**src/hw/fetch_cfg_pkg.sv**
```systemverilog
// Memory map, reset vector and buffer sizing shared by the fetch stage and its testbench
package fetch_cfg_pkg;

    // Scratch instruction memory region
    localparam logic [31:0] scratch_base = 32'h8000_0000;
    localparam int scratch_words = 256;
    localparam int scratch_addr_w = 8;

    // Fetch restarts here after reset and after an exception
    localparam logic [31:0] reset_vec = scratch_base;

    // Instruction buffer sizing
    localparam int ib_depth = 4;
    localparam int ib_count_w = 3;
    localparam int ib_ptr_w = 2;

    // Early-full rises one entry short of full, so a fetch already in
    // flight still has a slot when it lands
    localparam int ib_early_level = ib_depth - 1;

endpackage

```
**src/hw/pc_gen.sv**
```systemverilog
// Fetch PC register with next-PC selection between reset vector, redirect target and PC plus 4
module pc_gen (
    input  logic        clk,
    input  logic        rst,
    input  logic        fetch_req,
    input  logic        flush,
    input  logic        pc_sel_exc,
    input  logic        pc_sel_redir,
    input  logic [31:0] redirect_pc,
    output logic [31:0] fetch_pc
);

    logic [31:0] next_pc;

    // Exception first, then redirect, then sequential
    always_comb begin
        if (pc_sel_exc) begin
            next_pc = fetch_cfg_pkg::reset_vec;
        end else if (pc_sel_redir) begin
            next_pc = redirect_pc;
        end else begin
            next_pc = fetch_pc + 32'd4;
        end
    end

    // PC only moves on a new request or a flush, so it holds under back-pressure
    always_ff @(posedge clk) begin
        if (rst) begin
            fetch_pc <= fetch_cfg_pkg::reset_vec;
        end else if (fetch_req | flush) begin
            fetch_pc <= {next_pc[31:2], 2'b00};
        end
    end

endmodule

```
**config.mk**
```make
export PLATFORM = sky130hd
export DESIGN_NAME = pc_gen
export DESIGN_NICKNAME = d
export VERILOG_FILES = /design/src/hw/fetch_cfg_pkg.sv /design/src/hw/pc_gen.sv
export SDC_FILE = /design/constraint.sdc
export NUM_CORES = 1
export LEC_CHECK = 0
export BUFFER_PORTS_ARGS = -buffer_cell sky130_fd_sc_hd__clkbuf_2
export CORE_MARGIN = 3
export CORE_UTILIZATION = 45
export CTS_CLUSTER_SIZE = 24
export DETAILED_ROUTE_END_ITERATION = 16
export HOLD_SLACK_MARGIN = 0.02
export PLACE_DENSITY = 0.75
export SYNTH_ARGS = -nofsm -noshare
export SYNTH_HDL_FRONTEND = slang
export SYNTH_SLANG_ARGS = --single-unit
```
**constraint.sdc**
```tcl
create_clock -name clk -period 2.24 [get_ports clk]
set_input_delay 0.112 -clock clk [delete_from_list [all_inputs] [get_ports clk]]
set_output_delay 0.112 -clock clk [all_outputs]
set_load 0.02 [all_outputs]
```
==> impl_metrics.yaml <==
setup_path:
  worstPathArrival_ns: 2.15
  worstSetupEndpoint: "fetch_pc[26]$_SDFFE_PP0P_"
  crit_fanout: 7
  regToRegStartpoint: "fetch_pc[3]$_SDFFE_PP0P_"
  end_kind: "register"
  cp-startpoint: "fetch_pc[3]$_SDFFE_PP0P_"
  rrSetupSlack_ns: 0.25
  crit_required_ns: 2.40
  crit_type: "register to register"
  r2r_cells: 6
  worst_r2r_endpoint: "fetch_pc[26]$_SDFFE_PP0P_"
  cp-start-kind: "register"
cells_and_area:
  top_regs: "fetch_pc: 30 flops"
  n_antenna_cell: 0
  drive_gt1_frac: 0.302
  fin_nets: 363
  syn_to_final_growth_pct: 24.6
  fillers: 418
  top_register: "fetch_pc"
  largest_reg_flops: 30
  fin_cells: 375
power_and_ir_drop:
  p_leak_nw: 0.983
  peakVddDrop_v: 0.000366
  powerDensity_nw_per_um2: 520
  power_mw: 1.29
route:
  via_count: 2262
  drtPass1Iterations: 4
  post_drt_wl_per_cell_um: 16.6
  vias_per_cell: 6.03
  routed_wl_mm: 6.23
  postRouteAntennaNets: 0
  drcViolationCount: 0
  first_iter_violations: 256
synth:
  syn_area_per_cell_sq_um: 7.69
  yosysMostFrequentCell: "dfxtp_1"
  synth_common_cells: "dfxtp_1 (30), nand2_1 (29), nor2_1 (19)"
  synthCells: 259
  synth_top_area_share: 0.302
  yosys_most_used_dff: "dfxtp_1"
  synth_edf_count: 0
  postSynthRegisterBits: 30
  synthArstFlopShare: 0
  yosys-top-cells-area: "dfxtp_1 (30%), nand2_1 (5.5%), a22oi_1 (4.9%)"
  yosys_warnings: 0
  synthDistinctLibCells: 50
  ys_seq_area_frac: 0.302
  yosysTopAreaCell: "dfxtp_1"
  syn_area_sq_um: 1990
floorplanning:
  coreArea_sq_um: 4140
  start_util: 0.481
  die_area_sq_um: 5260
  die_height_um: 72.5
  rows: 23
  die_x_um: 72.5
  ios: 70
timing:
  tightest_slew_ns: 1.02
  finalSetupTns_ns: 0
  min_period_ns: 1.99
  clock_skew_ns: 0.00846
  fin_hold_ws_ns: 0.0656
  rsz0062_at_grt: "no"
  timing.final.ws_setup_ns: 0.253
  timing.final.crit_share: 0.887
  slew_headroom: 0.312
  fmax_mhz: 503
  finalMaxSlewViolations: 0
  hold_viol_final: 0
  setup_viol: 0
job:
  maxCapViolCount: 0
global_route:
  grt_max_degree: 27
  gr-total-overflow: 0
  antenna_found_initial: 0
  grt_pass1_wl_mm: 10.1
  grt_pass1_vias: 2037
  grt_usage: 0.241
placed_design:
  routabilityCongestion: 0.931
  port_buffers: 65
  place_worst_setup_slack_ns: 0.154
  post-dp-hpwl_mm: 4.47
  placed_cells: 367
clocking:
  ctsLongestPathBuffers: 2
  cts_resized: 0
  cts_sinks: 30
  clockRootBuffer: "clkbuf_8"
  post_cts_buffers: 0
  clkSlewWorstSetupHoldPaths_ns: 0.07
  clk_latency_ns: 0.29
  cts_tree: "done"
  cts-buffers-inserted: 5
  cts_hold_buffers: 0
  htreeDepth: 2
status:
  status: "finished clean"
hold_path:
  hold_path_class: "input port to register"
area by class of cell:
type,count,area [sq um],share of cell area
Sequential cell,30,601,0.242
Multi-Input combinational cell,202,1280,0.515
Clock inverter,2,12.5,0.00504
Clock buffer,6,82.6,0.0333
Inverter,8,30.0,0.0121
Tap cell,50,62.6,0.0252
Timing Repair Buffer,77,415,0.167
stage by stage:
step                area (sq um)   util
finish                      2480  0.599
CTS                         2480  0.598
floorplan                   2000      -
global route                2480  0.599
detailed placement          2380  0.575
global placement            2380  0.575
report_power, final:
group          switching [mW]  internal, mW
clock network           0.228         0.247
registers              0.0286         0.554
logic                   0.139        0.0946
kinds of logic (layout without fill, tap and decap cells):
group                      count (synthesis)  after routing  synth area share
AOI/OAI and AO/OA                         83             83             0.290
other                                      1              2           0.00188
DFF                                       30             30             0.302
buffers and inverters                     28             93            0.0603
xor gates and xnor gates                   9              9            0.0396
and+or+nand+nor                          104            104             0.285
adders and majority gates                  1              1           0.00628
muxes                                      3              3            0.0157
routing by layer:
| metal | part of all wire | global-route usage | up-vias |
|---|---|---|---|
| met1 | 0.44 | 0.336 | 1045 |
| li1 | - | - | 1105 |
| met4 | 0.014 | 0.0676 | 0 |
| met5 | 0 | 0 | - |
| met3 | 0.075 | 0.0416 | 9 |
| met2 | 0.47 | 0.382 | 103 |
worst max-delay path, stage by stage, from the launching register on:
cell and delay (ns):
dfxtp_1 0.34, ha_1 0.19, nand4_2 0.17, or4b_4 0.61, nor4_2 0.30, xnor2_1 0.16
o22ai_1 0.09
layout by cell type, fill, tap and decap left out, types with 2 or more instances in the layout:
cell type  count
clkbuf_2      65
dfxtp_1       30
nand2_1       29
nor2_1        19
o21ai_0       17
a22oi_1       13
nand3_1       13
buf_4         12
o22ai_1       11
nor3_1         9
xnor2_1        9
inv_1          8
a21oi_1        7
nor4_1         6
clkbuf_8       6
and3_1         5
and4_1         4
nand4_1        4
o41ai_1        4
a22o_1         4
and2_1         3
o31ai_1        3
a211oi_1       3
a32o_1         3
or2_2          2
o21ai_1        2
o31a_1         2
o311ai_1       2
a21o_1         2
a31oi_1        2
nor4_2         2
mux2i_1        2
nor3_2         2
conb_1         2
worst min path at each step:
| stage | startpoint | endpoint | slack [ns] | depth (start not counted) |
|---|---|---|---|---|
| global route | redirect_pc[17] | fetch_pc[17]$_SDFFE_PP0P_ | 0.09 | 3 |
| detailed placement | redirect_pc[17] | fetch_pc[17]$_SDFFE_PP0P_ | 0.36 | 3 |
| floorplan | redirect_pc[17] | fetch_pc[17]$_SDFFE_PP0P_ | 0.25 | 2 |
| global placement | redirect_pc[17] | fetch_pc[17]$_SDFFE_PP0P_ | 0.36 | 3 |
| finish | redirect_pc[17] | fetch_pc[17]$_SDFFE_PP0P_ | 0.07 | 3 |
| CTS | redirect_pc[17] | fetch_pc[17]$_SDFFE_PP0P_ | 0.07 | 3 |
Power figures use the tool's default switching activity.
