$ cat config.mk
export PLATFORM = sky130hd
export DESIGN_NAME = early_decode
export DESIGN_NICKNAME = d
export VERILOG_FILES = /design/src/hw/rv_isa_pkg.sv /design/src/hw/early_decode.sv
export SDC_FILE = /design/constraint.sdc
export NUM_CORES = 1
export LEC_CHECK = 0
export BUFFER_PORTS_ARGS = -buffer_cell sky130_fd_sc_hd__buf_2
export CAP_MARGIN = 20
export CORE_AREA = 2 2 39 41
export DETAILED_ROUTE_END_ITERATION = 7
export DIE_AREA = 0 0 41 43
export SLEW_MARGIN = 10
export SYNTH_ARGS = -nofsm -noshare
export SYNTH_HDL_FRONTEND = slang
export SYNTH_SLANG_ARGS = --single-unit
export TNS_END_PERCENT = 20
$ cat constraint.sdc
create_clock -name vclk -period 1.1
set_input_delay 0.055 -clock vclk [all_inputs]
set_output_delay 0.055 -clock vclk [all_outputs]
set_load 0.02 [all_outputs]
$ cat src/hw/rv_isa_pkg.sv
// RISC-V major opcodes and instruction field positions for early decode and the testbench model
package rv_isa_pkg;

    // RV32 major opcodes, bits [6:0] of the instruction
    typedef enum logic [6:0] {
        lui       = 7'b0110111,
        auipc     = 7'b0010111,
        jal       = 7'b1101111,
        jalr      = 7'b1100111,
        branch    = 7'b1100011,
        load      = 7'b0000011,
        store     = 7'b0100011,
        arith_imm = 7'b0010011,
        arith     = 7'b0110011,
        fence     = 7'b0001111,
        system    = 7'b1110011,
        amo       = 7'b0101111
    } opcode_t;

    // Field positions inside a 32-bit instruction word
    localparam int opcode_lsb = 0;
    localparam int opcode_msb = 6;
    localparam int rd_lsb = 7;
    localparam int rd_msb = 11;
    localparam int funct3_lsb = 12;
    localparam int funct3_msb = 14;
    localparam int rs1_lsb = 15;
    localparam int rs1_msb = 19;
    localparam int rs2_lsb = 20;
    localparam int rs2_msb = 24;

endpackage

$ cat src/hw/early_decode.sv
// Early decode of register usage for the word entering the instruction buffer
module early_decode (
    input  logic [31:0] instr,
    output logic        uses_rs1,
    output logic        uses_rs2,
    output logic        uses_rd
);

    rv_isa_pkg::opcode_t opcode;
    logic [2:0]          funct3;
    logic [4:0]          rd;

    logic csr_imm_op;
    logic sys_op;
    logic jal_jalr_x0;

    assign opcode = rv_isa_pkg::opcode_t'(instr[rv_isa_pkg::opcode_msb:rv_isa_pkg::opcode_lsb]);
    assign funct3 = instr[rv_isa_pkg::funct3_msb:rv_isa_pkg::funct3_lsb];
    assign rd = instr[rv_isa_pkg::rd_msb:rv_isa_pkg::rd_lsb];

    // CSR ops with an immediate source, and ecall/ebreak/xret style ops
    assign csr_imm_op = (opcode == rv_isa_pkg::system) && funct3[2];
    assign sys_op = (opcode == rv_isa_pkg::system) && (funct3 == 3'b000);

    // Plain jumps that discard the link address
    assign jal_jalr_x0 = ((opcode == rv_isa_pkg::jal) || (opcode == rv_isa_pkg::jalr))
                         && (rd == 5'd0);

    assign uses_rs1 = !((opcode == rv_isa_pkg::lui) ||
                        (opcode == rv_isa_pkg::auipc) ||
                        (opcode == rv_isa_pkg::jal) ||
                        (opcode == rv_isa_pkg::fence) ||
                        csr_imm_op || sys_op);

    assign uses_rs2 = (opcode == rv_isa_pkg::branch) ||
                      (opcode == rv_isa_pkg::store) ||
                      (opcode == rv_isa_pkg::arith) ||
                      (opcode == rv_isa_pkg::amo);

    assign uses_rd = !((opcode == rv_isa_pkg::branch) ||
                       (opcode == rv_isa_pkg::store) ||
                       (opcode == rv_isa_pkg::fence) ||
                       sys_op || jal_jalr_x0);

endmodule

==> flow_summary_export.csv, run 1 <==
group,metric,value,unit
die,rows,14,
detailed_routing,drt_iter0_markers,0,
logic_synthesis,yosysWarnings,0,
global_routing,grt_pass1_wl,1210,um
placed_design,place_congestion,0.733,
finish,fin_area,469,um^2
setup_path,startpoint,"instr[4]",
sta,tightest_slew,0.236,ns
finish,layout_common_cells,"buf_4, buf_2, buf_6",
sta,timing.final.ws_setup,-0.0159,ns
global_routing,track_usage,9.19,%
setup_path,worstSetupStartpointType,"input port",
logic_synthesis,syn_area,156,um^2
detailed_routing,via_per_inst,4.42,
status,violations,"negative setup slack",
sta,hold_viol,0,
detailed_routing,wl,787,um
die,ioPinCount,35,
status,status,"complete, but fails checks",
job,cap_violations,0,
finish,nClkBuffers,0,
die,die_y,43,um
logic_synthesis,synth-seq-area-share,0,%
setup_path,cp-endpoint,"uses_rd",
min_path,hold_path_class,"input port to primary output",
power_and_ir_drop,p_per_area,316,mW/mm^2
die,core,0.00138,mm^2
die,die_x,41,um
finish,regArea,0,um^2
logic_synthesis,synth_area_leader_cell,"a21oi_1",
global_routing,antenna_found_initial,0,
sta,fmax,896,MHz
die,start_util,11.3,%
sta,period_needed,1.12,ns
sta,maxSlewHeadroom,84.1,%
placed_design,dpl_cell_area,342,um^2
logic_synthesis,syn_area_per_cell,6.52,um^2
logic_synthesis,netlist_top_cells_area,"a21oi_1, nor2_1, or4b_4",
sta,period_share,101,%
detailed_routing,wl_per_cell,11.4,um
logic_synthesis,synth_top_area_share,9.60,%
placed_design,post-dp-hpwl,535,um
detailed_routing,drcViolationCount,0,
die,die_area,0.00176,mm^2
global_routing,grt_pass1_vias,320,
finish,final_nets,87,
finish,syn_to_final_growth,200,%
power_and_ir_drop,leakagePower,0.210,nW
sta,setup_viol,1,
setup_path,worst-endpoint-required,1.04,ns
detailed_routing,ant_nets,0,
placed_design,io_buffers,18,
finish,seq_cells,0,
sta,fin_tns_setup,-0.0159,ns
detailed_routing,via_count,305,
power_and_ir_drop,max-vdd-ir-drop,0.0946,mV
sta,report.final.slew_viol_count,0,
global_routing,grt_max_degree,6,
finish,drive_above_1_share,77.4,%
finish,layout_commonest_cell,"buf_4",
setup_path,crit_type,"input port to primary output",
finish,antenna_cells,0,
setup_path,cp.arrival,1.06,ns
sta,rsz0062_at_grt,"true",
detailed_routing,firstDrtPassIters,1,
global_routing,grt_overflow_total,0,
logic_synthesis,yosysUniqueCellTypes,17,
logic_synthesis,syn_nets,56,
setup_path,end_kind,"primary output",
logic_synthesis,synth_cells,24,
setup_path,crit_fanout,5,
==> worst max-delay path, cell delays in order <==
cell     delay, ns
buf_4         0.12
inv_2         0.04
or4b_4        0.52
o32ai_2       0.10
a21oi_1       0.06
buf_4         0.16
==> kinds of logic after synthesis <==
group | Yosys count | synth area share, %
AOI/OAI and AO/OA | 8 | 38.4
buffers and inverters | 1 | 2.40
and+or+nand+nor | 15 | 59.2
==> timing repair <==
action                                  in CTS  in global routing
pin swaps                                    6                  5
hold buffers                                 0                  0
endpoints found under the setup margin       3                  3
gates resized for setup                     23                  5
setup buffers                                1                  0
==> worst min-delay path by stage <==
stage               slack [ns]      start  endpoint  cells past startpoint
floorplan                 0.27   instr[5]  uses_rs2                      1
global placement          0.49  instr[11]   uses_rd                      4
detailed placement        0.49  instr[11]   uses_rd                      4
CTS                       0.48   instr[0]  uses_rs2                      3
global route              0.49   instr[0]  uses_rs2                      3
finish                    0.48   instr[0]  uses_rs2                      3
==> report_power, final <==
group          total [mW]  internal (mW)  switching, mW
logic               0.148         0.0902         0.0582
registers               0              0              0
clock network           0              0              0
==> metal layers <==
layer  wire [um]  global-route usage [%]  vias to the layer above
met4           0                       0                        0
met5           0                       0                        -
met2         420                    17.2                       14
li1            -                       -                      159
met1         313                    11.7                      132
met3          53                       0                        0
==> per-stage QoR <==
stage               std cells  total power [mW]  util [%]  setup slack [ns]  hold WS, ns
floorplan                  24            0.0294         -             0.117        0.275
global placement           68             0.100      24.7           -0.0823        0.489
detailed placement         68             0.102      24.7           -0.0736        0.486
CTS                        69             0.139      32.4           -0.0448        0.479
global route               69             0.161      33.9           -0.0625        0.491
finish                     69             0.148      33.9           -0.0159        0.477
==> cells in the mapped netlist <==
cell and number:
inv_2 1, or3_1 1, a31oi_1 1, o2111a_1 1
nor3_1 1, nand2_1 2, and2b_2 1, nor4b_1 1
nor4_1 2, or4b_4 1, o22a_1 1, o31a_2 1
nand3_1 1, a21oi_1 3, o32ai_1 1, nor2_1 4
nor4bb_1 1
==> layout make-up <==
type                       count  area, um^2
tap                           16        20.0
inverter                       1        3.75
multi-input combinational     23         206
fill                         153         915
timing repair buffer          29         239
Note: power is estimated with default switching activity, not from simulation.
==> run 2: changes to the inputs <==
Clock period 1.1 ns to 1.37 ns, I/O delays scaled along.
==> run 2 against run 1 <==
  * The flow now finishes without violations
  * Global-route usage shrank 2.4 points
  * Combinational power shrank 58%
  * Die area is the same
  * Critical path depth is the same
  * Non-clock buffer count shrank 10
  * Critical endpoint unchanged
==> flow_summary_export.csv, run 2 (synthesis gave the netlist of run 1 again) <==
group,metric,value,unit
sta,final.hold.worst_slack,0.513,ns
sta,period_needed,1.24,ns
finish,antenna_cells,0,
global_routing,grt_max_degree,7,
global_routing,grt_pass1_wl,924,um
die,die_area,0.00176,mm^2
global_routing,grt_overflow_total,0,
setup_path,critPathSlowestCell,"or4b_4",
detailed_routing,firstDrtPassIters,4,
setup_path,startpoint,"instr[3]",
cts,cts_setup_buffers,0,
placed_design,place_congestion,0.716,
finish,final_nets,77,
setup_path,crit_top_cell,"buf_2",
sta,period_share,90.3,%
die,rows,14,
setup_path,crit_path_max_incr_delay,0.48,ns
finish,layout_common_cells,"buf_2, nor2_1, a21oi_1",
detailed_routing,routed.top_layer,"met3",
sta,report.final.slew_viol_count,0,
finish,syn_to_final_growth,75.2,%
die,die_x,41,um
finish,nClkBuffers,0,
power_and_ir_drop,leakagePower,0.120,nW
setup_path,critical_path_depth,6,
detailed_routing,via_per_inst,4.56,
power_and_ir_drop,max-vdd-ir-drop,0.0568,mV
status,status,"completed",
global_routing,antenna_found_initial,0,
detailed_routing,drt_iter0_markers,9,
sta,hold_viol,0,
finish,seq_cells,0,
setup_path,cp.arrival,1.17,ns
global_routing,grt_pass1_vias,239,
finish,nFillCells,156,
finish,drive_above_1_share,53.5,%
placed_design,io_buffers,18,
min_path,hold_path_class,"input port to primary output",
detailed_routing,wl,519,um
sta,fin_tns_setup,0,ns
die,die_y,43,um
finish,regArea,0,um^2
setup_path,crit_type,"input port to primary output",
sta,tightest_slew,0.253,ns
sta,maxSlewHeadroom,82.9,%
finish,multi_input_area,153,um^2
job,cap_violations,0,
die,start_util,11.3,%
sta,timing.final.ws_setup,0.132,ns
setup_path,path_cells,"buf_2, nor2_1, or4b_4, o32ai_1, a21oi_1, buf_2",
setup_path,crit_family,"simple AND/OR/NAND/NOR gates",
setup_path,worst-endpoint-required,1.30,ns
setup_path,cp-endpoint,"uses_rd",
finish,layout_commonest_cell,"buf_2",
setup_path,crit_fanout,6,
detailed_routing,ant_nets,0,
placed_design,post-dp-hpwl,459,um
setup_path,critPathBufInv,2,
finish,final_util,19.8,%
power_and_ir_drop,total_power,61.7,uW
sta,fmax,808,MHz
detailed_routing,wirelength_met1,269,um
cts,cts_hold_buf,0,
detailed_routing,dr_wl_met2,197,um
setup_path,worstSetupStartpointType,"input port",
die,core,0.00138,mm^2
sta,rsz0062_at_grt,"false",
power_and_ir_drop,p_per_area,225,mW/mm^2
sta,setup_viol,0,
detailed_routing,drcViolationCount,0,
cts,ctsResizeCount,0,
detailed_routing,dr_wl_met3,52,um
setup_path,end_kind,"primary output",
global_routing,track_usage,6.79,%
die,ioPinCount,35,
detailed_routing,wl_per_cell,8.80,um
detailed_routing,via_count,269,
placed_design,preCtsSetupSlack,0.157,ns
## run 2: cell count changes in the layout (fill, tap and decap cells not counted), sizes merged
cell	delta
buf	-10
## run 2: how the worst min path moves through the flow
stage / end / startpoint / cells after the start / slack, ns
4_1_cts: uses_rd / instr[11] / 4 / 0.52
3_5_place_dp: uses_rd / instr[11] / 4 / 0.51
3_3_place_gp: uses_rs2 / instr[1] / 3 / 0.51
5_1_grt: uses_rs2 / instr[1] / 3 / 0.54
6_report: uses_rs2 / instr[1] / 3 / 0.51
2_1_floorplan: uses_rs2 / instr[5] / 1 / 0.30
## run 2: layout make-up
| cell class | count | area share, % |
|---|---|---|
| multi-input cells | 23 | 55.7 |
| well taps | 16 | 7.31 |
| repair buffers | 19 | 35.6 |
| inverters | 1 | 1.37 |
## run 2: layer usage
layer,vias to the layer above,global-route usage (%)
met1,115,12.3
li1,137,-
met2,17,9.06
met3,0,0
met4,0,0
met5,-,0
## run 2: power breakdown
part,internal [mW],total (mW),switching [mW]
clock,0,0,0
sequential,0,0,0
combinational,0.0312,0.0617,0.0305
## run 2: metrics by stage
| step | area (um^2) | instances |
|---|---|---|
| after floorplan | 156 | 24 |
| after global placement | 274 | 59 |
| after detailed placement | 274 | 59 |
| after CTS | 274 | 59 |
| after global routing | 274 | 59 |
| final | 274 | 59 |
