==> src/hw/fetch_cfg_pkg.sv <==
// Memory map, reset vector and buffer sizing shared by the fetch stage and its testbench
package fetch_cfg_pkg;

    // Scratch instruction memory region
    localparam logic [31:0] scratch_base = 32'h8000_0000;
    localparam int scratch_words = 256;
    localparam int scratch_addr_w = 8;

    // Fetch restarts here after reset and after an exception
    localparam logic [31:0] reset_vec = scratch_base;

    // Instruction buffer sizing
    localparam int ib_depth = 4;
    localparam int ib_count_w = 3;
    localparam int ib_ptr_w = 2;

    // Early-full rises one entry short of full, so a fetch already in
    // flight still has a slot when it lands
    localparam int ib_early_level = ib_depth - 1;

endpackage

==> src/hw/fetch_ctrl.sv <==
// Fetch control deciding request issue and flush and tracking the stage-2 entry, used by fetch_top
module fetch_ctrl (
    input  logic        clk,
    input  logic        rst,
    input  logic        exception,
    input  logic        redirect,
    input  logic        load_en,
    input  logic [31:0] fetch_pc,
    input  logic        early_full,
    input  logic        full,
    output logic        fetch_req,
    output logic        flush,
    output logic        pc_sel_exc,
    output logic        pc_sel_redir,
    output logic        rd_en,
    output logic        push,
    output logic [31:0] push_pc,
    output logic        push_fault
);

    logic        pc_valid;
    logic        room;
    logic [31:0] pc_offset;
    logic        in_range;

    logic        stage2_valid;
    logic [31:0] stage2_pc;
    logic        stage2_fault;

    // Goes high one cycle after reset release and stays there
    always_ff @(posedge clk) begin
        if (rst) begin
            pc_valid <= 1'b0;
        end else begin
            pc_valid <= 1'b1;
        end
    end

    // Exception outranks a redirect when selecting the new PC
    assign flush = exception | redirect;
    assign pc_sel_exc = exception;
    assign pc_sel_redir = redirect;

    // An entry in stage 2 will land next cycle, so leave a slot for it
    assign room = stage2_valid ? ~early_full : ~full;

    assign fetch_req = pc_valid & ~flush & ~load_en & room;

    // Addresses below the base wrap to large offsets and fall out of range
    assign pc_offset = fetch_pc - fetch_cfg_pkg::scratch_base;
    assign in_range = pc_offset < (fetch_cfg_pkg::scratch_words * 4);

    // Out-of-range fetches skip the memory read
    assign rd_en = fetch_req & in_range;

    always_ff @(posedge clk) begin
        if (rst) begin
            stage2_valid <= 1'b0;
        end else begin
            stage2_valid <= fetch_req;
        end
    end

    always_ff @(posedge clk) begin
        if (fetch_req) begin
            stage2_pc <= fetch_pc;
            stage2_fault <= ~in_range;
        end
    end

    // A flush drops the fetch still in flight
    assign push = stage2_valid & ~flush;
    assign push_pc = stage2_pc;
    assign push_fault = stage2_fault;

endmodule

==> config.mk <==
export PLATFORM = sky130hd
export DESIGN_NAME = fetch_ctrl
export DESIGN_NICKNAME = d
export VERILOG_FILES = /design/src/hw/fetch_cfg_pkg.sv /design/src/hw/fetch_ctrl.sv
export SDC_FILE = /design/constraint.sdc
export NUM_CORES = 1
export LEC_CHECK = 0
export BUFFER_PORTS_ARGS = -buffer_cell sky130_fd_sc_hd__buf_2
export CAP_MARGIN = 0
export CORE_MARGIN = 4
export CORE_UTILIZATION = 36
export DETAILED_ROUTE_END_ITERATION = 10
export PLACE_DENSITY = 0.74
export SLEW_MARGIN = 20
export SYNTH_ARGS = -nofsm -noshare
export SYNTH_HDL_FRONTEND = slang
export SYNTH_SLANG_ARGS = --single-unit
==> constraint.sdc <==
create_clock -name clk -period 1.8 [get_ports clk]
set_clock_uncertainty 0.05 [all_clocks]
set_input_delay 0 -clock clk [delete_from_list [all_inputs] [get_ports clk]]
set_output_delay 0 -clock clk [all_outputs]
set_load 0.05 [all_outputs]
==> results.cfg, run 1 <==
[outcome]
status = finished, final reports clean

[critical_path]
cpPeakStageDelay_ns = 0.35
crit_required_ns = 1.75
worstSetupPathType = register to output pin
path_max_fanout = 3
slowest_stage = dfxtp_1
cpLargestDelayFamily = buffers and inverters
cp-end-kind = output pin
cp-start-kind = register
cp.arrival_ns = 1.66
crit_buf_inv = 2
cp_cell_sequence = mux2i_1 -> nand4b_1 -> buf_4 -> nor3_1 -> clkbuf_4

[clock_tree]
ctsLongestPathBuffers = 2
tritoncts = built
worstSkewPairLatency_ns = 0.33
htreeDepth = 2
cts_sinks = 35
cts_root_buffer = clkbuf_4
cts_made_buffers = 5
clk_pin_slew_ns = 0.11

[finish]
fillers = 221
layout-drive-gt1-share = 0.520
multi_input_area_sq_um = 95.1
synthToLayoutAreaGrowth_pct = 78.3
ff_latch_area_sq_um = 1030
fin_nets = 213
n_antenna_cell = 0
instances_no_fill = 219

[placement]
gp_congestion = 0.662
hpwl_mm = 1.93
place_inst = 174
port_buffers = 77

[routing]
top_layer_used = met4
drt_wl_total_mm = 3.29
dr_wl_met3_um = 316
via_per_inst = 4.37
met2_length_mm = 1.75
wl_met1_mm = 1.15
dr.pass1.iters = 4
wl_per_cell_um = 15.0
vias = 958
ant_nets = 0
drc = 0
drt-initial-drc-count = 24

[power]
p_int_uw = 1280
p_sw_frac = 0.222
comb_power_share = 0.108
seq_power_share = 0.547
p_leak_uw = 0.000857
clockPowerShare = 0.345
ir_drop_mv = 0.467
powerDensity_nw_per_um2 = 803
p_sw_uw = 366

[logic_synthesis]
synth_enable_flop_cells = 33
ys_seq_area_frac = 0.895
synthTopCellsByCount = edfxtp_1, nor4_1, inv_1
avgSynthCellArea_sq_um = 21.3
synth.top_cell.area_share = 0.860
synth_most_common_cell = edfxtp_1
ys_seq_elements = 35
synth_top_cell_by_area = edfxtp_1
synth_fp_nets = 93
async_reset_ff_frac = 0
ys.warnings.count = 0
synth_top_flop_cell = edfxtp_1
synth_area_leaders = edfxtp_1, dfxtp_1, nor4_1, buf_4, nor4_2
netlist_instances = 54
synth_area_sq_um = 1150
ys_types = 14

[sta]
setup_violations = 0
hold_violations = 0
final_max_slew_viol_count = 0
relSlewSlack = 0.772
finalCritPeriodShare = 0.951
tightest_slew_ns = 0.338
max_freq_mhz = 584
fin_crit_ns = 1.71
tns_ns = 0

[global_routing]
first_global_vias = 1027
grt_max_degree = 31
antenna_found_initial = 0
grt-ovfl-total = 0
grtUsageTotal = 0.170
grt_pass1_wl_mm = 5.10

[floorplan]
dieHeight_um = 64.6
start_util = 0.377
die-area_sq_um = 4170
core_sq_um = 3050
rows = 20
io_pins = 78
die_w_um = 64.6

[run]
drv_cap = 0

[min_path]
hp-class = input port to register
flip-flops by register name (all words and copies together), names as in the netlist:
| register | count |
|---|---|
| push_pc | 32 |
| pc_valid | 1 |
| push_fault | 1 |
| stage2_valid | 1 |
routing by layer:
metal / GRT usage / vias to the layer above
li1: - / 452
met1: 0.158 / 442
met2: 0.320 / 56
met3: 0.0763 / 8
met4: 0.0660 / 0
met5: 0 / -
worst reg2reg max path: stages (launching register included):
cell and delay, ns:
dfxtp_1 0.35, mux2i_1 0.19, nand4b_1 0.21, clkinvlp_4 0.16, buf_12 0.19
what timing repair did:
action,4_1_cts,5_1_grt
resized for setup,1,2
endpoints found under the hold margin,34,0
endpoints found under the setup margin,1,2
pin swaps,0,1
buffers inserted,1,2
hold buffers,34,0
kinds of logic after synthesis:
family                 after synthesis  share of synthesized area
flip-flops                          35                      0.895
AND/OR/NAND/NOR                     13                     0.0738
buffers and inverters                5                     0.0228
multiplexers                         1                    0.00869
layout by cell type (no fill, tap or decap):
cell,count
nor3_1,1
nand4b_1,1
clkinvlp_4,1
or2_1,1
buf_6,1
nor2_1,2
clkinv_4,1
edfxtp_1,33
buf_12,1
and2_1,1
dfxtp_1,2
nand3b_1,1
nor4_2,1
inv_1,2
nand4_1,1
clkbuf_4,6
nor4_1,4
mux2i_1,1
buf_2,75
dlygate4sd3_1,34
buf_4,3
bufinv_16,1
clkinv_2,1
power groups by stage:
stage                     Sequential (uW)  Combinational [uW]  Clock [uW]
final                                 902                 178         570
after global routing                  903                 191         628
after CTS                             902                 174         577
after detailed placement              920                 115           0
after global placement                920                 112           0
after floorplan                       949                27.5           0
through the flow:
stage	hold slack [ns]	utilization	setup WS [ns]	instance area (sq um)	power [uW]
floorplan	0.00652	-	-0.0189	1160	976
global placement	0.121	0.525	0.352	1600	1030
detailed placement	0.121	0.525	0.280	1600	1040
CTS	0.0186	0.666	0.0420	2030	1650
global route	0.135	0.673	-0.00775	2050	1720
finish	0.126	0.673	0.0875	2050	1650
layout make-up:
cell class	count	share of cell area
clock inverter	3	0.0213
clock buffer	5	0.0183
sequential	35	0.502
tap	44	0.0268
timing repair buffer	115	0.378
inverter	3	0.00731
multi-input combinational	14	0.0463
final timing paths:
| path | cells past startpoint | slack (ns) | end | start |
|---|---|---|---|---|
| max | 5 | 0.09 | rd_en | stage2_valid |
| max reg2reg | 4 | 0.35 | push_pc[6] | stage2_valid |
| min | 5 | 0.13 | stage2_valid | redirect |
| min reg2reg | 3 | 0.64 | stage2_valid | pc_valid |
Note: power is estimated with default switching activity, not from simulation.
==> run 2: changes to the inputs <==
--- a/config.mk
+++ b/config.mk
@@ -11,6 +11,7 @@
 export CORE_UTILIZATION = 36
 export DETAILED_ROUTE_END_ITERATION = 10
 export PLACE_DENSITY = 0.74
+export RECOVER_POWER = 100
 export SLEW_MARGIN = 20
 export SYNTH_ARGS = -nofsm -noshare
 export SYNTH_HDL_FRONTEND = slang
==> constraint.sdc (replaced) <==
create_clock -name clk -period 1.55 [get_ports clk]
set_clock_uncertainty 0.05 [all_clocks]
set_input_delay 0 -clock clk [delete_from_list [all_inputs] [get_ports clk]]
set_output_delay 0 -clock clk [all_outputs]
set_load 0.05 [all_outputs]
==> run 2 against run 1 <==
Net effect:
- via count increased by 2.6%
- worst hold slack got worse by 0.030 ns
- register-to-register slack got worse by 0.27 ns
- highest routed layer unchanged
- sequential share of layout area decreased by 1.3 points
- critical path type unchanged
==> results.cfg, run 2 (synthesis results as in run 1) <==
[outcome]
status = finished, final reports clean

[routing]
drc = 0
ant_nets = 0
dr.pass1.iters = 4
via_per_inst = 4.37
wl_per_cell_um = 16.4
drt-initial-drc-count = 44
vias = 983
drt_wl_total_mm = 3.69

[finish]
fin_nets = 220
fillers = 228
layout_commonest_cell = buf_2
multi_input_area_sq_um = 106
n_antenna_cell = 0
largest_reg_flops = 32
ff_latch_area_sq_um = 1030
fin_area_sq_um = 2110
layout-drive-gt1-share = 0.492
final_cell_mix = buf_2, dlygate4sd3_1, edfxtp_1
synthToLayoutAreaGrowth_pct = 83.1

[clock_tree]
cts_root_buffer = clkbuf_4
htreeDepth = 2
worstSkewPairLatency_ns = 0.31
cts_made_buffers = 5
cts_sinks = 35
clk_pin_slew_ns = 0.09
ctsLongestPathBuffers = 2
tritoncts = built

[sta]
hold_violations = 0
final_max_slew_viol_count = 0
relSlewSlack = 0.603
rsz0062_at_grt = yes
tns_ns = 0
tightest_slew_ns = 0.598
setup_violations = 0
fin_crit_ns = 1.54
finalCritPeriodShare = 0.992
max_freq_mhz = 650
setup_slack_ns = 0.0118

[min_path]
hp-class = input port to register
holdPathStages = 4
min-delay-start = load_en
holdPathEnd = stage2_valid

[floorplan]
dieHeight_um = 64.6
die-area_sq_um = 4170
io_pins = 78
die_w_um = 64.6
start_util = 0.377
rows = 20
core_sq_um = 3050

[power]
ir_drop_mv = 0.407
p_sw_frac = 0.223
comb_power_share = 0.125
p_sw_uw = 376
p_leak_uw = 0.000881
clockPowerShare = 0.255
seq_power_share = 0.620
powerDensity_nw_per_um2 = 801
total_power_uw = 1690
p_int_uw = 1310

[placement]
place_area_sq_um = 1610
port_buffers = 77
dp_slack_ns = 0.108
gp_congestion = 0.673

[critical_path]
cp-end-kind = output pin
cp-start-kind = register
reg2reg_to = push_pc[4]
cpPeakStageDelay_ns = 0.34
crit_required_ns = 1.50
reg2regPathDepth = 5
cp_cell_sequence = mux2i_1 -> nand4b_1 -> buf_4 -> nor3_4 -> buf_6
rrSetupSlack_ns = 0.08
cp.arrival_ns = 1.49
slowest_stage = dfxtp_2
r2r_start = stage2_valid
worstSetupPathType = register to output pin
path_max_fanout = 2

[global_routing]
grtUsageTotal = 0.170
grt_max_degree = 16
antenna_found_initial = 0
grt_pass1_wl_mm = 5.08
grt-ovfl-total = 0
first_global_vias = 1028

[run]
drv_cap = 0
## run 2: changes by cell type in the layout (fill, tap and decap cells not counted), sizes merged
cell	delta
bufinv	-1
clkbuf	+9
buf	-1
dlygate4sd3	-1
## run 2: worst max path at each step
stage,start,to,cells after the start
finish,stage2_valid,rd_en,5
detailed placement,stage2_valid,push_pc[0],4
global placement,stage2_valid,push_pc[7],4
CTS,stage2_valid,rd_en,5
global route,stage2_valid,fetch_req,5
floorplan,stage2_valid,push_fault,3
## run 2: final cells by class
| class | count | share of cell area |
|---|---|---|
| multi-input cells | 14 | 0.0504 |
| clock inverters | 2 | 0.00415 |
| flip-flops and latches | 35 | 0.489 |
| clock buffers | 5 | 0.0178 |
| inverters | 3 | 0.00712 |
| repair buffers | 122 | 0.405 |
| well taps | 44 | 0.0261 |
## run 2: per-layer routing
layer | up-vias | wire [um] | track usage | share of wire
met5 | - | 0 | 0 | 0
met4 | 0 | 24 | 0.0633 | 0.0065
met3 | 2 | 422 | 0.0728 | 0.11
met2 | 59 | 2000 | 0.323 | 0.54
met1 | 454 | 1240 | 0.157 | 0.34
li1 | 468 | - | - | -
## run 2: what timing repair did
| item | in CTS | in global routing |
|---|---|---|
| endpoints found under the hold margin | 34 | 0 |
| cloned | 1 | 0 |
| setup endpoints to repair | 2 | 17 |
| buffers inserted | 1 | 8 |
| hold buffers | 33 | 0 |
| pin swaps | 1 | 0 |
| resized for setup | 8 | 3 |
## run 2: power by group through the flow
stage	clock network [uW]	registers (uW)	logic [uW]
3_3_place_gp	0	1070	130
5_1_grt	502	1050	225
2_1_floorplan	0	1100	32.0
3_5_place_dp	0	1070	134
4_1_cts	446	1050	204
6_report	431	1050	212
## run 2: per-stage QoR
stage,hold WS [ns],utilization,instances
2_1_floorplan,0.00652,-,54
3_3_place_gp,0.119,0.529,175
3_5_place_dp,0.119,0.529,175
4_1_cts,0.0734,0.675,217
5_1_grt,0.102,0.691,225
6_report,0.0960,0.691,225
## run 2: critical path: cells and delay by family, from the launching register on
family        cells  cell delay [ns]
mux               1             0.17
flops             1             0.34
simple gates      2             0.29
buf+inv           2             0.38
==> run 3: changes to the inputs <==
--- a/config.mk
+++ b/config.mk
@@ -9,6 +9,7 @@
 export CAP_MARGIN = 0
 export CORE_MARGIN = 4
 export CORE_UTILIZATION = 36
+export CTS_BUF_LIST = sky130_fd_sc_hd__clkbuf_16
 export DETAILED_ROUTE_END_ITERATION = 10
 export PLACE_DENSITY = 0.74
 export RECOVER_POWER = 100
==> run 3 against run 2 <==
Net effect:
- worst hold slack improved by 0.052 ns
- die area unchanged
- non-clock buffer count shrank 6
- global-route usage is 1.4 points lower
- register-to-register slack improved by 0.02 ns
- largest power group unchanged
==> results.cfg, run 3 (synthesis results as in run 1) <==
[sta]
relSlewSlack = 0.600
tightest_slew_ns = 0.602
max_freq_mhz = 676
setup_violations = 0
finalCritPeriodShare = 0.955
fin_crit_ns = 1.48
hold_slack_ns = 0.148
hold_violations = 0
rsz0062_at_grt = yes
final_max_slew_viol_count = 0

[global_routing]
antenna_found_initial = 0
first_global_vias = 1006
grt-ovfl-total = 0
grt_pass1_wl_mm = 4.72
grt_max_degree = 31
grtUsageTotal = 0.156

[finish]
final_cell_mix = buf_2, dlygate4sd3_1, edfxtp_1
n_antenna_cell = 0
fillers = 226
instances_no_fill = 219
fin_nets = 214
fin_util = 0.707
fin_area_sq_um = 2160
synthToLayoutAreaGrowth_pct = 87.2
layout_commonest_cell = buf_2
layout-drive-gt1-share = 0.503
largest_reg_flops = 32

[run]
drv_cap = 0

[power]
p_sw_uw = 415
seq_power_share = 0.490
p_sw_frac = 0.194
comb_power_share = 0.096
powerDensity_nw_per_um2 = 994
ir_drop_mv = 0.698
total_power_uw = 2140
p_leak_uw = 0.000897
p_int_uw = 1730
clockPowerShare = 0.413

[clock_tree]
cts_root_buffer = clkbuf_16
tritoncts = built
cts_sinks = 35
ctsLongestPathBuffers = 2
cts_made_buffers = 5
worstSkewPairLatency_ns = 0.27
clk_pin_slew_ns = 0.05
htreeDepth = 2

[floorplan]
core_sq_um = 3050
die_w_um = 64.6
dieHeight_um = 64.6
die-area_sq_um = 4170
start_util = 0.377
io_pins = 78
rows = 20

[routing]
ant_nets = 0
vias = 942
via_per_inst = 4.30
drt-initial-drc-count = 37
drt_wl_total_mm = 3.34
dr.pass1.iters = 4
drc = 0
wl_per_cell_um = 15.2

[critical_path]
crit_required_ns = 1.50
path_max_fanout = 2
cp.arrival_ns = 1.43
cp-start-kind = register
cp-end-kind = output pin
worstSetupPathType = register to output pin

[placement]
port_buffers = 77
place_inst = 175
place_area_sq_um = 1610
gp_congestion = 0.673

[min_path]
hp-class = input port to register

[outcome]
status = finished, final reports clean
==> run 3: area by class of cell <==
| type | instances | area (sq um) | area share |
|---|---|---|---|
| clock buffer | 5 | 125 | 0.0580 |
| clock inverter | 2 | 8.76 | 0.00406 |
| inverter | 3 | 15.0 | 0.00696 |
| multi-input combinational | 14 | 113 | 0.0522 |
| sequential | 35 | 1030 | 0.479 |
| tap | 44 | 55.1 | 0.0255 |
| timing repair buffer | 116 | 808 | 0.375 |
==> run 3: power groups by stage <==
stage,sequential [uW],combinational (uW),clock (uW)
after floorplan,1100,32.0,0
after global placement,1070,130,0
after detailed placement,1070,134,0
after CTS,1050,199,900
after global routing,1050,221,967
final,1050,207,887
==> run 3: per-layer routing <==
layer / vias to the layer above / GRT usage / wire length, um
met2: 56 / 0.281 / 1730
met3: 2 / 0.0624 / 336
met5: - / 0 / 0
li1: 455 / - / -
met4: 0 / 0.0712 / 25
met1: 429 / 0.155 / 1240
==> run 3: critical path: stages, from the launching register on <==
cell      delay (ns)
dfxtp_2         0.32
mux2i_1         0.17
nand4b_1        0.18
buf_4           0.20
nor3_4          0.11
buf_6           0.18
==> run 3: per-stage QoR <==
stage	setup TNS [ns]	setup WS, ns
4_1_cts	0	0.000651
3_5_place_dp	0	0.108
6_report	0	0.0697
2_1_floorplan	-6.96	-0.211
5_1_grt	-0.0571	-0.0372
3_3_place_gp	0	0.134
==> run 3: final timing paths <==
path,start,end,slack [ns],depth (start not counted)
min,load_en,stage2_valid,0.15,4
max reg2reg,stage2_valid,push_pc[8],0.10,5
min reg2reg,pc_valid,stage2_valid,0.62,3
max,stage2_valid,rd_en,0.07,5
==> run 3: what timing repair did <==
item | CTS | global route
endpoints found under the hold margin | 34 | 0
pin swaps | 0 | 2
gates cloned | 0 | 1
buffers inserted | 1 | 2
hold buffers | 33 | 0
resized for setup | 3 | 7
setup endpoints to repair | 2 | 2
