**src/hw/fetch_cfg_pkg.sv**
```systemverilog
// Memory map, reset vector and buffer sizing shared by the fetch stage and its testbench
package fetch_cfg_pkg;

    // Scratch instruction memory region
    localparam logic [31:0] scratch_base = 32'h8000_0000;
    localparam int scratch_words = 256;
    localparam int scratch_addr_w = 8;

    // Fetch restarts here after reset and after an exception
    localparam logic [31:0] reset_vec = scratch_base;

    // Instruction buffer sizing
    localparam int ib_depth = 4;
    localparam int ib_count_w = 3;
    localparam int ib_ptr_w = 2;

    // Early-full rises one entry short of full, so a fetch already in
    // flight still has a slot when it lands
    localparam int ib_early_level = ib_depth - 1;

endpackage

```
**src/hw/instr_buffer.sv**
```systemverilog
// Circular FIFO of fetched entries with full and early-full levels for fetch back-pressure
module instr_buffer (
    input  logic        clk,
    input  logic        rst,
    input  logic        push,
    input  logic        flush,
    input  logic        pop,
    input  logic [31:0] in_instr,
    input  logic [31:0] in_pc,
    input  logic        in_fault,
    input  logic        in_uses_rs1,
    input  logic        in_uses_rs2,
    input  logic        in_uses_rd,
    output logic        valid,
    output logic [31:0] out_instr,
    output logic [31:0] out_pc,
    output logic        out_fault,
    output logic        out_uses_rs1,
    output logic        out_uses_rs2,
    output logic        out_uses_rd,
    output logic        full,
    output logic        early_full
);

    logic [31:0] instr_q [fetch_cfg_pkg::ib_depth];
    logic [31:0] pc_q [fetch_cfg_pkg::ib_depth];
    logic [3:0]  flags_q [fetch_cfg_pkg::ib_depth];

    logic [fetch_cfg_pkg::ib_ptr_w-1:0]   wr_ptr;
    logic [fetch_cfg_pkg::ib_ptr_w-1:0]   rd_ptr;
    logic [fetch_cfg_pkg::ib_count_w-1:0] count;

    logic do_push;
    logic do_pop;

    assign valid = count != '0;
    assign full = count == fetch_cfg_pkg::ib_count_w'(fetch_cfg_pkg::ib_depth);
    assign early_full = count >= fetch_cfg_pkg::ib_count_w'(fetch_cfg_pkg::ib_early_level);

    // Pop on an empty buffer is ignored
    assign do_pop = pop & valid;
    assign do_push = push & (~full | do_pop);

    // Flush wins over any push or pop in the same cycle
    always_ff @(posedge clk) begin
        if (rst || flush) begin
            wr_ptr <= '0;
            rd_ptr <= '0;
            count <= '0;
        end else begin
            if (do_push) begin
                wr_ptr <= wr_ptr + 1'b1;
            end
            if (do_pop) begin
                rd_ptr <= rd_ptr + 1'b1;
            end
            if (do_push && !do_pop) begin
                count <= count + 1'b1;
            end else if (do_pop && !do_push) begin
                count <= count - 1'b1;
            end
        end
    end

    always_ff @(posedge clk) begin
        if (do_push) begin
            instr_q[wr_ptr] <= in_instr;
            pc_q[wr_ptr] <= in_pc;
            flags_q[wr_ptr] <= {in_fault, in_uses_rs1, in_uses_rs2, in_uses_rd};
        end
    end

    // Head entry
    assign out_instr = instr_q[rd_ptr];
    assign out_pc = pc_q[rd_ptr];
    assign {out_fault, out_uses_rs1, out_uses_rs2, out_uses_rd} = flags_q[rd_ptr];

endmodule

```
**config.mk**
```make
export PLATFORM = sky130hd
export DESIGN_NAME = instr_buffer
export DESIGN_NICKNAME = d
export VERILOG_FILES = /design/src/hw/fetch_cfg_pkg.sv /design/src/hw/instr_buffer.sv
export SDC_FILE = /design/constraint.sdc
export NUM_CORES = 1
export LEC_CHECK = 0
export ABC_CLOCK_PERIOD_IN_PS = 5400
export BUFFER_PORTS_ARGS = -buffer_cell sky130_fd_sc_hd__buf_2
export CAP_MARGIN = 20
export CORE_AREA = 2 2 133 135
export DETAILED_ROUTE_END_ITERATION = 10
export DIE_AREA = 0 0 135 137
export PLACE_DENSITY = 0.88
export SLEW_MARGIN = 25
export SYNTH_ARGS = -nofsm -noshare
export SYNTH_HDL_FRONTEND = slang
export SYNTH_SLANG_ARGS = --single-unit
```
**constraint.sdc**
```tcl
create_clock -name clk -period 5.4 [get_ports clk]
set_input_delay 0.54 -clock clk [delete_from_list [all_inputs] [get_ports clk]]
set_output_delay 0.54 -clock clk [all_outputs]
set_load 0.05 [all_outputs]
```
==> reports/qor.csv, run 1 <==
metric,value,unit
Core Rows,48,
worst stage delay on the critical path,690,ps
HPWL after detailed placement,10200,um
Syn Inst Count,407,
fin area,12100,sq um
Final ANT Viol Nets,0,
Residual DRC,0,
fillers,1029,
CTS tree,yes,
Max Root-Sink Buffers,3,
DR iter-0 viols,258,
VDD IR max,0.000330,V
status,finished clean,
Port-buffer cells,143,
MaxCap Viol Count,0,
final-stage net count,646,
number of global-route vias before repair,5051,
pin count of the biggest net entering global routing,69,
Clock Tree Root,clkbuf_16,
"Seq/Total Area, Yosys",0.812,
setup ws final,2190,ps
final hold slack,239,ps
area share of the largest cell type after synthesis,0.795,
die area,18500,sq um
Hold Path Sink,pc_q[3][3],
CTS H-tree lvls,1,
Crit. End Element,output pin,
Core Area,17100,sq um
Synth Register Bits,281,
first-pass detailed-route iteration total,4,
Post-Synth XOR/XNOR Area,0.00341,
Post CTS Setup Buffer Count,0,
setup violators final,0,
IO Count,144,
Setup crit start kind,flip-flop,
Yosys top cell by area,edfxtp_1,
die width,135,um
worst reg2reg setup slack,2950,ps
Syn Area/Cell,25.2,sq um
"most common cell after layout, fill and taps aside",edfxtp_1,
setup TNS,0,ps
DR vias/cell,5.80,
post-synthesis compound-gate area fraction,0.00584,
worst rel slew slack,0.341,
worst min-delay path class,input pin to flip-flop,
post-cts resize count,0,
total track usage,0.197,
critical path arrival,2670,ps
CTS Hold Bufs,0,
initial antenna violation count,1,
largest cells by area after synthesis,"edfxtp_1, mux4_2, dfxtp_1",
worst slew pin tran,988,ps
Area after DPL,11200,sq um
RSZ-0062 raised after global routing,no,
Max Transition Viols Final,0,
gpl congestion,0.704,
clock latency on the worst-skew pair,510,ps
FF-to-FF path depth,8,
simple-gate area share of the yosys netlist,0.0107,
reg2reg start,count[0],
Die H,137,um
Max Fclk,311,MHz
Tcrit/Tclk final,0.595,
Worst Hold Path Cells,1,
Lkg Pwr,4.04,nW
Final Hold Viols,0,
CP Max Fanout,30,
drt total wl,17800,um
crit path time final,3210,ps
Synth Cell Area,10300,sq um
hold path start,in_pc[3],
Yosys cell types,28,
clk slew on worst S/H paths,60,ps
"commonest non-fill, non-tap cells in the layout","edfxtp_1, buf_2, mux4_2",
GR Overflow Total,0,
routed length per placed instance,22.0,um
initial core utilization,0.602,
first-pass GRT wire length,27400,um
P&R area growth vs syn,17.5,%
Yosys Warn Count,0,
Crit-path slowest cell,dfxtp_4,
Syn Nets,486,
Setup Skew,12.9,ps
Crit Path Class,flip-flop to output pin,
cts bufs inserted,27,
mux cell area share after synthesis,0.150,
pwr dens,374,nW/um^2
R2R Path End,count[2],
CTS sink count,281,
largest family of logic cells by synthesized area,multiplexers,
post-synthesis adder-cell area fraction,0.00804,
pre-CTS setup slack,2620,ps
required time worst endpoint,4860,ps
DR vias,4690,
crit path cell chain,buf_16 > buf_4 > mux4_2 > buf_2,
layout cells sized above 1,0.443,
==> layout make-up <==
class	count	area [sq um]	area share
clock buffers	33	698	0.0578
diodes	1	2.50	0.000207
well taps	225	282	0.0233
repair buffers	149	838	0.0694
clock inverters	11	45.0	0.00373
inverters	3	11.3	0.000932
multi-input cells	105	1840	0.153
flip-flops and latches	281	8360	0.692
==> worst max-delay path, delay by kind of cell, from the launching register on <==
kind | cells | cell delay (ps)
flops | 1 | 690
mux | 1 | 560
buf+inv | 3 | 890
==> synth_stat cells <==
| cell type | instances |
|---|---|
| o21ai_0 | 1 |
| o311ai_0 | 1 |
| dfxtp_1 | 9 |
| mux2i_1 | 1 |
| or3_2 | 1 |
| a21o_2 | 1 |
| o31ai_2 | 1 |
| nand3_1 | 1 |
| xor2_1 | 4 |
| clkbuf_1 | 6 |
| nor2_1 | 6 |
| ha_1 | 5 |
| a21o_1 | 1 |
| or2_2 | 1 |
| edfxtp_1 | 272 |
| a21oi_1 | 2 |
| nand4_1 | 1 |
| or4b_1 | 1 |
| o31ai_1 | 1 |
| or3_1 | 1 |
| buf_2 | 10 |
| and3_2 | 4 |
| mux4_2 | 68 |
| fa_1 | 1 |
| nor3b_1 | 1 |
| buf_4 | 2 |
| inv_1 | 3 |
| and2_4 | 1 |
==> routing by layer <==
| metal | wire [um] | track usage |
|---|---|---|
| met1 | 7250 | 0.261 |
| met2 | 9080 | 0.342 |
| met3 | 1210 | 0.0396 |
| met4 | 259 | 0.0538 |
| met5 | 0 | 0 |
==> logic make-up after synthesis <==
family	after synthesis
multiplexers	69
AND/OR/NAND/NOR	18
adder cells (fa/ha/maj)	6
XOR/XNOR	4
AO/OA/AOI/OAI	8
flip-flops	281
buffers and inverters	21
==> worst max path at each step <==
stage | from | slack [ps] | to | cells past startpoint
2_1_floorplan | pop | 3110 | count[2] | 9
3_3_place_gp | flip-flop | 2480 | out_pc[12] | 3
3_5_place_dp | flip-flop | 2620 | out_pc[29] | 4
4_1_cts | flip-flop | 2070 | out_pc[29] | 4
5_1_grt | flip-flop | 1960 | out_pc[29] | 4
6_report | flip-flop | 2190 | out_pc[29] | 4
==> registers in the layout, indices dropped and copies added, names as in the netlist, named ones only <==
register	flops
wr_ptr	2
instr_q	128
rd_ptr	2
pc_q	128
count	3
flags_q	16
==> power by group <==
group | total [mW] | internal (mW) | switching [mW] | leakage, nW
clock network | 1.61 | 0.904 | 0.702 | 0.364
logic | 0.434 | 0.134 | 0.300 | 1.11
registers | 2.48 | 2.46 | 0.0254 | 2.57
==> through the flow <==
step	instances	total power, mW	utilization
3_5_place_dp	759	2.96	0.659
5_1_grt	807	4.67	0.708
4_1_cts	803	4.56	0.703
3_3_place_gp	758	2.94	0.658
6_report	808	4.52	0.708
2_1_floorplan	407	2.83	-
No activity file was read; power rests on OpenSTA's default activity.
==> run 2: changes to the inputs <==
--- a/config.mk
+++ b/config.mk
@@ -5,13 +5,13 @@
 export SDC_FILE = /design/constraint.sdc
 export NUM_CORES = 1
 export LEC_CHECK = 0
-export ABC_CLOCK_PERIOD_IN_PS = 5400
+export ABC_CLOCK_PERIOD_IN_PS = 2680
 export BUFFER_PORTS_ARGS = -buffer_cell sky130_fd_sc_hd__buf_2
 export CAP_MARGIN = 20
-export CORE_AREA = 2 2 133 135
+export CORE_AREA = 2 2 145 147
 export DETAILED_ROUTE_END_ITERATION = 10
-export DIE_AREA = 0 0 135 137
-export PLACE_DENSITY = 0.88
+export DIE_AREA = 0 0 147 149
+export PLACE_DENSITY = 0.8
 export SLEW_MARGIN = 25
 export SYNTH_ARGS = -nofsm -noshare
 export SYNTH_HDL_FRONTEND = slang
==> constraint.sdc (replaced) <==
create_clock -name clk -period 2.68 [get_ports clk]
set_input_delay 0.268 -clock clk [delete_from_list [all_inputs] [get_ports clk]]
set_output_delay 0.268 -clock clk [all_outputs]
set_load 0.05 [all_outputs]
==> run 2 against run 1 <==
First-iteration DRC count up 36%. Worst setup slack worse by 2100 ps. Die area grew 18%. Clock-buffer cell count unchanged. Global-route usage decreased by 1.9 points. Largest power group unchanged. Highest routed layer unchanged.
==> reports/qor.csv, run 2 (same netlist as run 1, synthesis figures left out) <==
metric,value,unit,change
Core Area,20600,sq um,+21%
drt total wl,19500,um,+9.4%
DR iter-0 viols,351,,+36%
required time worst endpoint,3110,ps,-1750 ps
Area after DPL,11400,sq um,+1.5%
first-pass GRT wire length,30200,um,+10%
CTS H-tree lvls,1,,unchanged
met3 Use GR,0.0339,,-0.00568
Final ANT Viol Nets,0,,unchanged
final hold slack,110,ps,-129 ps
Max Root-Sink Buffers,3,,unchanged
Max Transition Viols Final,0,,unchanged
multi-input combinational cell area,1840,sq um,unchanged
critical path arrival,3020,ps,+350 ps
P&R area growth vs syn,26.3,%,
"most common cell after layout, fill and taps aside",edfxtp_1,,
Tcrit/Tclk final,0.966,,
busiest layer in global routing,met2,,
cts bufs inserted,27,,unchanged
final-stage net count,720,,+11%
Top delay family on crit path,simple AND/OR/NAND/NOR gates,,
VDD IR max,0.000697,V,+110%
pwr dens,743,nW/um^2,+98%
DR vias,5038,,+7.4%
Crit. End Element,flip-flop,,
fillers,1383,,+34%
M2 GR Usage,0.323,,-0.0188
Final Hold Viols,0,,unchanged
number of global-route vias before repair,5542,,+9.7%
clk slew on worst S/H paths,60,ps,about the same
first-pass detailed-route iteration total,4,,unchanged
CTS sink count,281,,unchanged
worst min-delay path class,input pin to flip-flop,,
WP buf/inv,1,,-2
Clock Tree Root,clkbuf_16,,
total track usage,0.179,,-0.0187
die width,147,um,+8.9%
DR vias/cell,5.41,,-6.9%
fin util,0.632,,-0.0765
Die H,149,um,+8.8%
global-route track usage on met1,0.225,,-0.0352
Regs by FF count,"instr_q (128), pc_q (128), flags_q (16)",,
antenna cells,0,,-1
GR Overflow Total,0,,unchanged
Port-buffer cells,143,,unchanged
CP Max Fanout,8,,-73%
setup violators final,0,,unchanged
MaxCap Viol Count,0,,unchanged
Crit Path Class,flip-flop to flip-flop,,
initial core utilization,0.500,,-0.103
Setup Skew,12.1,ps,-0.757 ps
setup ws final,89.8,ps,-2100 ps
Residual DRC,0,,unchanged
Lkg Pwr,4.41,nW,+9.0%
CTS tree,yes,,
worst stage delay on the critical path,720,ps,+30 ps
crit path time final,2590,ps,
crit path cell chain,or4b_1 > and2_4 > ha_1 > inv_1 > fa_1 > xor2_1 > or3_1 > a21oi_1,,
status,finished clean,,
Crit-path slowest cell,or4b_1,,
initial antenna violation count,0,,-1
Core Rows,53,,+10%
"commonest non-fill, non-tap cells in the layout","edfxtp_1, buf_2, mux4_2, dlygate4sd3_1, clkbuf_16",,
setup TNS,0,ps,unchanged
routed length per placed instance,20.9,um,-5.2%
RSZ-0062 raised after global routing,no,,
worst slew pin tran,721,ps,-267 ps
worst rel slew slack,0.519,,+0.178
clock latency on the worst-skew pair,510,ps,about the same
HPWL after detailed placement,11200,um,+8.9%
Setup crit start kind,flip-flop,,
pin count of the biggest net entering global routing,69,,unchanged
fin area,13000,sq um,+7.5%
pre-CTS setup slack,152,ps,-2470 ps
gpl congestion,0.755,,+7.3%
Seq. cell area,8360,sq um,unchanged
IO Count,144,,unchanged
layout cells sized above 1,0.408,,-0.0354
die area,21900,sq um,+18%
Max Fclk,386,MHz,
## run 2: where the power goes
group          leakage (nW)  total [mW]  switching, mW  internal [mW]
clock network         0.412        3.67           1.46           2.21
logic                  1.42       0.977          0.636          0.341
registers              2.57        4.99         0.0458           4.95
## run 2: metal layers
layer	vias to the layer above	part of all wire
li1	2204	-
met1	2630	0.40
met2	173	0.52
met3	31	0.055
met4	0	0.018
met5	-	0
## run 2: timing repair
item,in CTS,in global routing
gates resized for setup,0,0
buffers inserted,0,0
endpoints found under the hold margin,272,0
setup endpoints to repair,0,0
hold buffers,68,0
## run 2: worst paths after layout
path / cells past startpoint / to / slack, ps / startpoint
worst max-delay path: 8 / count[2] / 90 / count[0]
worst min-delay path: 3 / wr_ptr[0] / 110 / push
worst max register to register: 8 / count[2] / 90 / count[0]
worst min register to register: 2 / flip-flop / 540 / rd_ptr[0]
## run 2: final cells by class
| class | count | share of cell area |
|---|---|---|
| Clock buffer | 33 | 0.0538 |
| Clock inverter | 12 | 0.0120 |
| Inverter | 3 | 0.000867 |
| Multi-Input combinational cell | 105 | 0.142 |
| Sequential cell | 281 | 0.644 |
| Tap cell | 275 | 0.0265 |
| Timing Repair Buffer | 223 | 0.121 |
## run 2: metrics by stage
step	std cells	power (mW)
floorplan	407	5.71
global placement	816	5.95
detailed placement	817	5.99
CTS	930	9.71
global route	932	9.94
finish	932	9.65
## run 2: worst reg2reg max path, cell delays in order (launching register included)
cell     delay (ps)
dfxtp_1         400
or4b_1          720
and2_4          250
ha_1            230
inv_1           100
fa_1            190
xor2_1           90
or3_1           340
a21oi_1         200
==> run 3: changes to the inputs <==
--- a/config.mk
+++ b/config.mk
@@ -8,9 +8,9 @@
 export ABC_CLOCK_PERIOD_IN_PS = 2680
 export BUFFER_PORTS_ARGS = -buffer_cell sky130_fd_sc_hd__buf_2
 export CAP_MARGIN = 20
-export CORE_AREA = 2 2 145 147
+export CORE_AREA = 2 2 167 128
 export DETAILED_ROUTE_END_ITERATION = 10
-export DIE_AREA = 0 0 147 149
+export DIE_AREA = 0 0 169 130
 export PLACE_DENSITY = 0.8
 export SLEW_MARGIN = 25
 export SYNTH_ARGS = -nofsm -noshare
==> run 3 against run 2 <==
Clock skew down 4.2 ps. Largest cell class unchanged. Sequential share of layout area up 0.34 points. Non-clock buffer count unchanged. Clock-buffer cell count up 1. Sequential cell count unchanged. Cell count down 0.97%. Critical path depth unchanged. Power down 4.1%. Wire length down 1.8%. Maximum frequency up 4.9%.
==> reports/qor.csv, run 3 (same netlist as run 1, synthesis figures left out) <==
metric,value,unit,change
R2R Path End,count[2],,
multi-input combinational cell area,1840,sq um,unchanged
CP Max Fanout,8,,unchanged
required time worst endpoint,3120,ps,about the same
critical path arrival,2910,ps,-110 ps
Crit. End Element,flip-flop,,
Core Area,20600,sq um,+0.23%
HPWL after detailed placement,11600,um,+4.3%
Final ANT Viol Nets,0,,unchanged
Die H,130,um,-13%
Regs by FF count,"instr_q (128), pc_q (128), flags_q (16)",,
Crit Path Class,flip-flop to flip-flop,,
Core Rows,46,,-13%
P&R area growth vs syn,25.7,%,
initial core utilization,0.499,,-0.00115
pin count of the biggest net entering global routing,42,,-39%
worst slew pin tran,657,ps,-63.8 ps
VDD IR max,0.000530,V,-24%
DR vias,4928,,-2.2%
DR iter-0 viols,456,,+30%
Area after DPL,11500,sq um,+0.56%
P_sw,2.13,mW,-0.65%
CTS tree,yes,,
cts bufs inserted,26,,-3.7%
met3 Use GR,0.0412,,+0.00730
Max Root-Sink Buffers,3,,unchanged
Tcrit/Tclk final,0.921,,-0.0454
Setup crit start kind,flip-flop,,
Post CTS Setup Buffer Count,0,,unchanged
"most common cell after layout, fill and taps aside",edfxtp_1,,
gpl congestion,0.777,,+3.0%
IO Count,144,,unchanged
CP startpoint,count[0],,
drt total wl,19100,um,-1.8%
global-route track usage on met1,0.237,,+0.0116
M2 GR Usage,0.296,,-0.0267
RSZ-0062 raised after global routing,no,,
Sw Ratio,0.230,,+0.00797
setup violators final,0,,unchanged
layout cells sized above 1,0.408,,unchanged
clk slew on worst S/H paths,60,ps,about the same
initial antenna violation count,2,,+2
DR vias/cell,5.34,,-1.2%
Logic pwr share,0.107,,+0.006
total track usage,0.175,,-0.00383
final hold slack,76.4,ps,-34.1 ps
worst reg2reg setup slack,210,ps,+120 ps
clock latency on the worst-skew pair,520,ps,about the same
Port-buffer cells,143,,unchanged
Max Transition Viols Final,0,,unchanged
crit path time final,2470,ps,-122 ps
GR Overflow Total,0,,unchanged
Clk pwr share,0.355,,-0.026
fin util,0.627,,-0.00480
CP endpoint,count[2],,
post-cts resize count,0,,unchanged
die area,22000,sq um,+0.31%
status,finished clean,,
number of global-route vias before repair,5214,,-5.9%
Setup Skew,7.87,ps,-4.24 ps
first-pass detailed-route iteration total,4,,unchanged
fin area,12900,sq um,-0.53%
Reg power frac,0.539,,+0.021
cell internal pwr,7.12,mW,-5.1%
Residual DRC,0,,unchanged
Clock Tree Root,clkbuf_16,,
Final Hold Viols,0,,unchanged
CTS sink count,281,,unchanged
pwr dens,716,nW/um^2,-3.6%
busiest layer in global routing,met2,,
routed length per placed instance,20.7,um,-0.81%
Seq. cell area,8360,sq um,unchanged
MaxCap Viol Count,0,,unchanged
first-pass GRT wire length,28900,um,-4.3%
Lkg Pwr,4.37,nW,-0.82%
Max Fclk,405,MHz,+4.9%
setup TNS,0,ps,unchanged
worst min-delay path class,input pin to flip-flop,,
final-stage net count,719,,-0.14%
Pwr Total,9.25,mW,-4.1%
FF-to-FF path depth,8,,unchanged
CTS H-tree lvls,1,,unchanged
die width,169,um,+15%
"commonest non-fill, non-tap cells in the layout","edfxtp_1, buf_2, mux4_2, dlygate4sd3_1, clkbuf_16",,
worst rel slew slack,0.556,,+0.0370
reg2reg start,count[0],,
fillers,1417,,+2.5%
-- run 3: cell types whose count changed in the layout (fill, tap and decap cells not counted) --
| cell | previous run | this run |
|---|---|---|
| bufinv_16 | 4 | 0 |
| buf_12 | 7 | 10 |
| buf_4 | 5 | 2 |
| clkinv_2 | 2 | 5 |
| diode_2 | 0 | 2 |
| clkbuf_1 | 6 | 7 |
| clkinv_1 | 5 | 4 |
| clkinvlp_4 | 1 | 2 |
-- run 3: worst min-delay path by stage --
stage	from	endpoint	cells after the start
after floorplan	in_uses_rd	flags_q[0][0]	0
after global placement	in_pc[2]	pc_q[2][2]	1
after detailed placement	in_pc[2]	pc_q[2][2]	1
after global routing	flush	wr_ptr[1]	4
final	rst	wr_ptr[1]	4
after CTS	rst	wr_ptr[1]	4
-- run 3: repair_timing --
item,CTS,global route
hold buffers,68,0
hold endpoints to repair,272,0
endpoints found under the setup margin,0,0
-- run 3: layout make-up --
cell class                 count  share of cell area
inverter                       3            0.000872
clock inverter                11             0.00426
clock buffer                  34              0.0543
sequential                   281               0.647
tap                          264              0.0256
multi-input combinational    105               0.143
timing repair buffer         223               0.125
antenna                        2            0.000388
-- run 3: worst max-delay path, stage by stage, from the launching register on --
cell,delay [ps]
dfxtp_1,390
or4b_1,700
and2_4,230
ha_1,220
inv_1,80
fa_1,200
xor2_1,90
or3_1,330
a21oi_1,150
-- run 3: power by group through the flow --
stage	combinational, mW	sequential, mW	clock (mW)
2_1_floorplan	0.641	5.07	0
3_3_place_gp	0.894	5.07	0
3_5_place_dp	0.912	5.08	0
4_1_cts	0.997	4.99	3.35
5_1_grt	1.04	4.99	3.56
6_report	0.986	4.98	3.28
-- run 3: per-layer routing --
| layer | up-vias | part of all wire |
|---|---|---|
| met1 | 2533 | 0.44 |
| met5 | - | 0 |
| li1 | 2211 | - |
| met3 | 26 | 0.064 |
| met4 | 0 | 0.014 |
| met2 | 158 | 0.49 |
-- run 3: stage by stage --
step / std cells / setup WS (ps)
floorplan: 407 / 511
global placement: 808 / 370
detailed placement: 808 / 253
CTS: 921 / 235
global route: 923 / 155
finish: 923 / 212
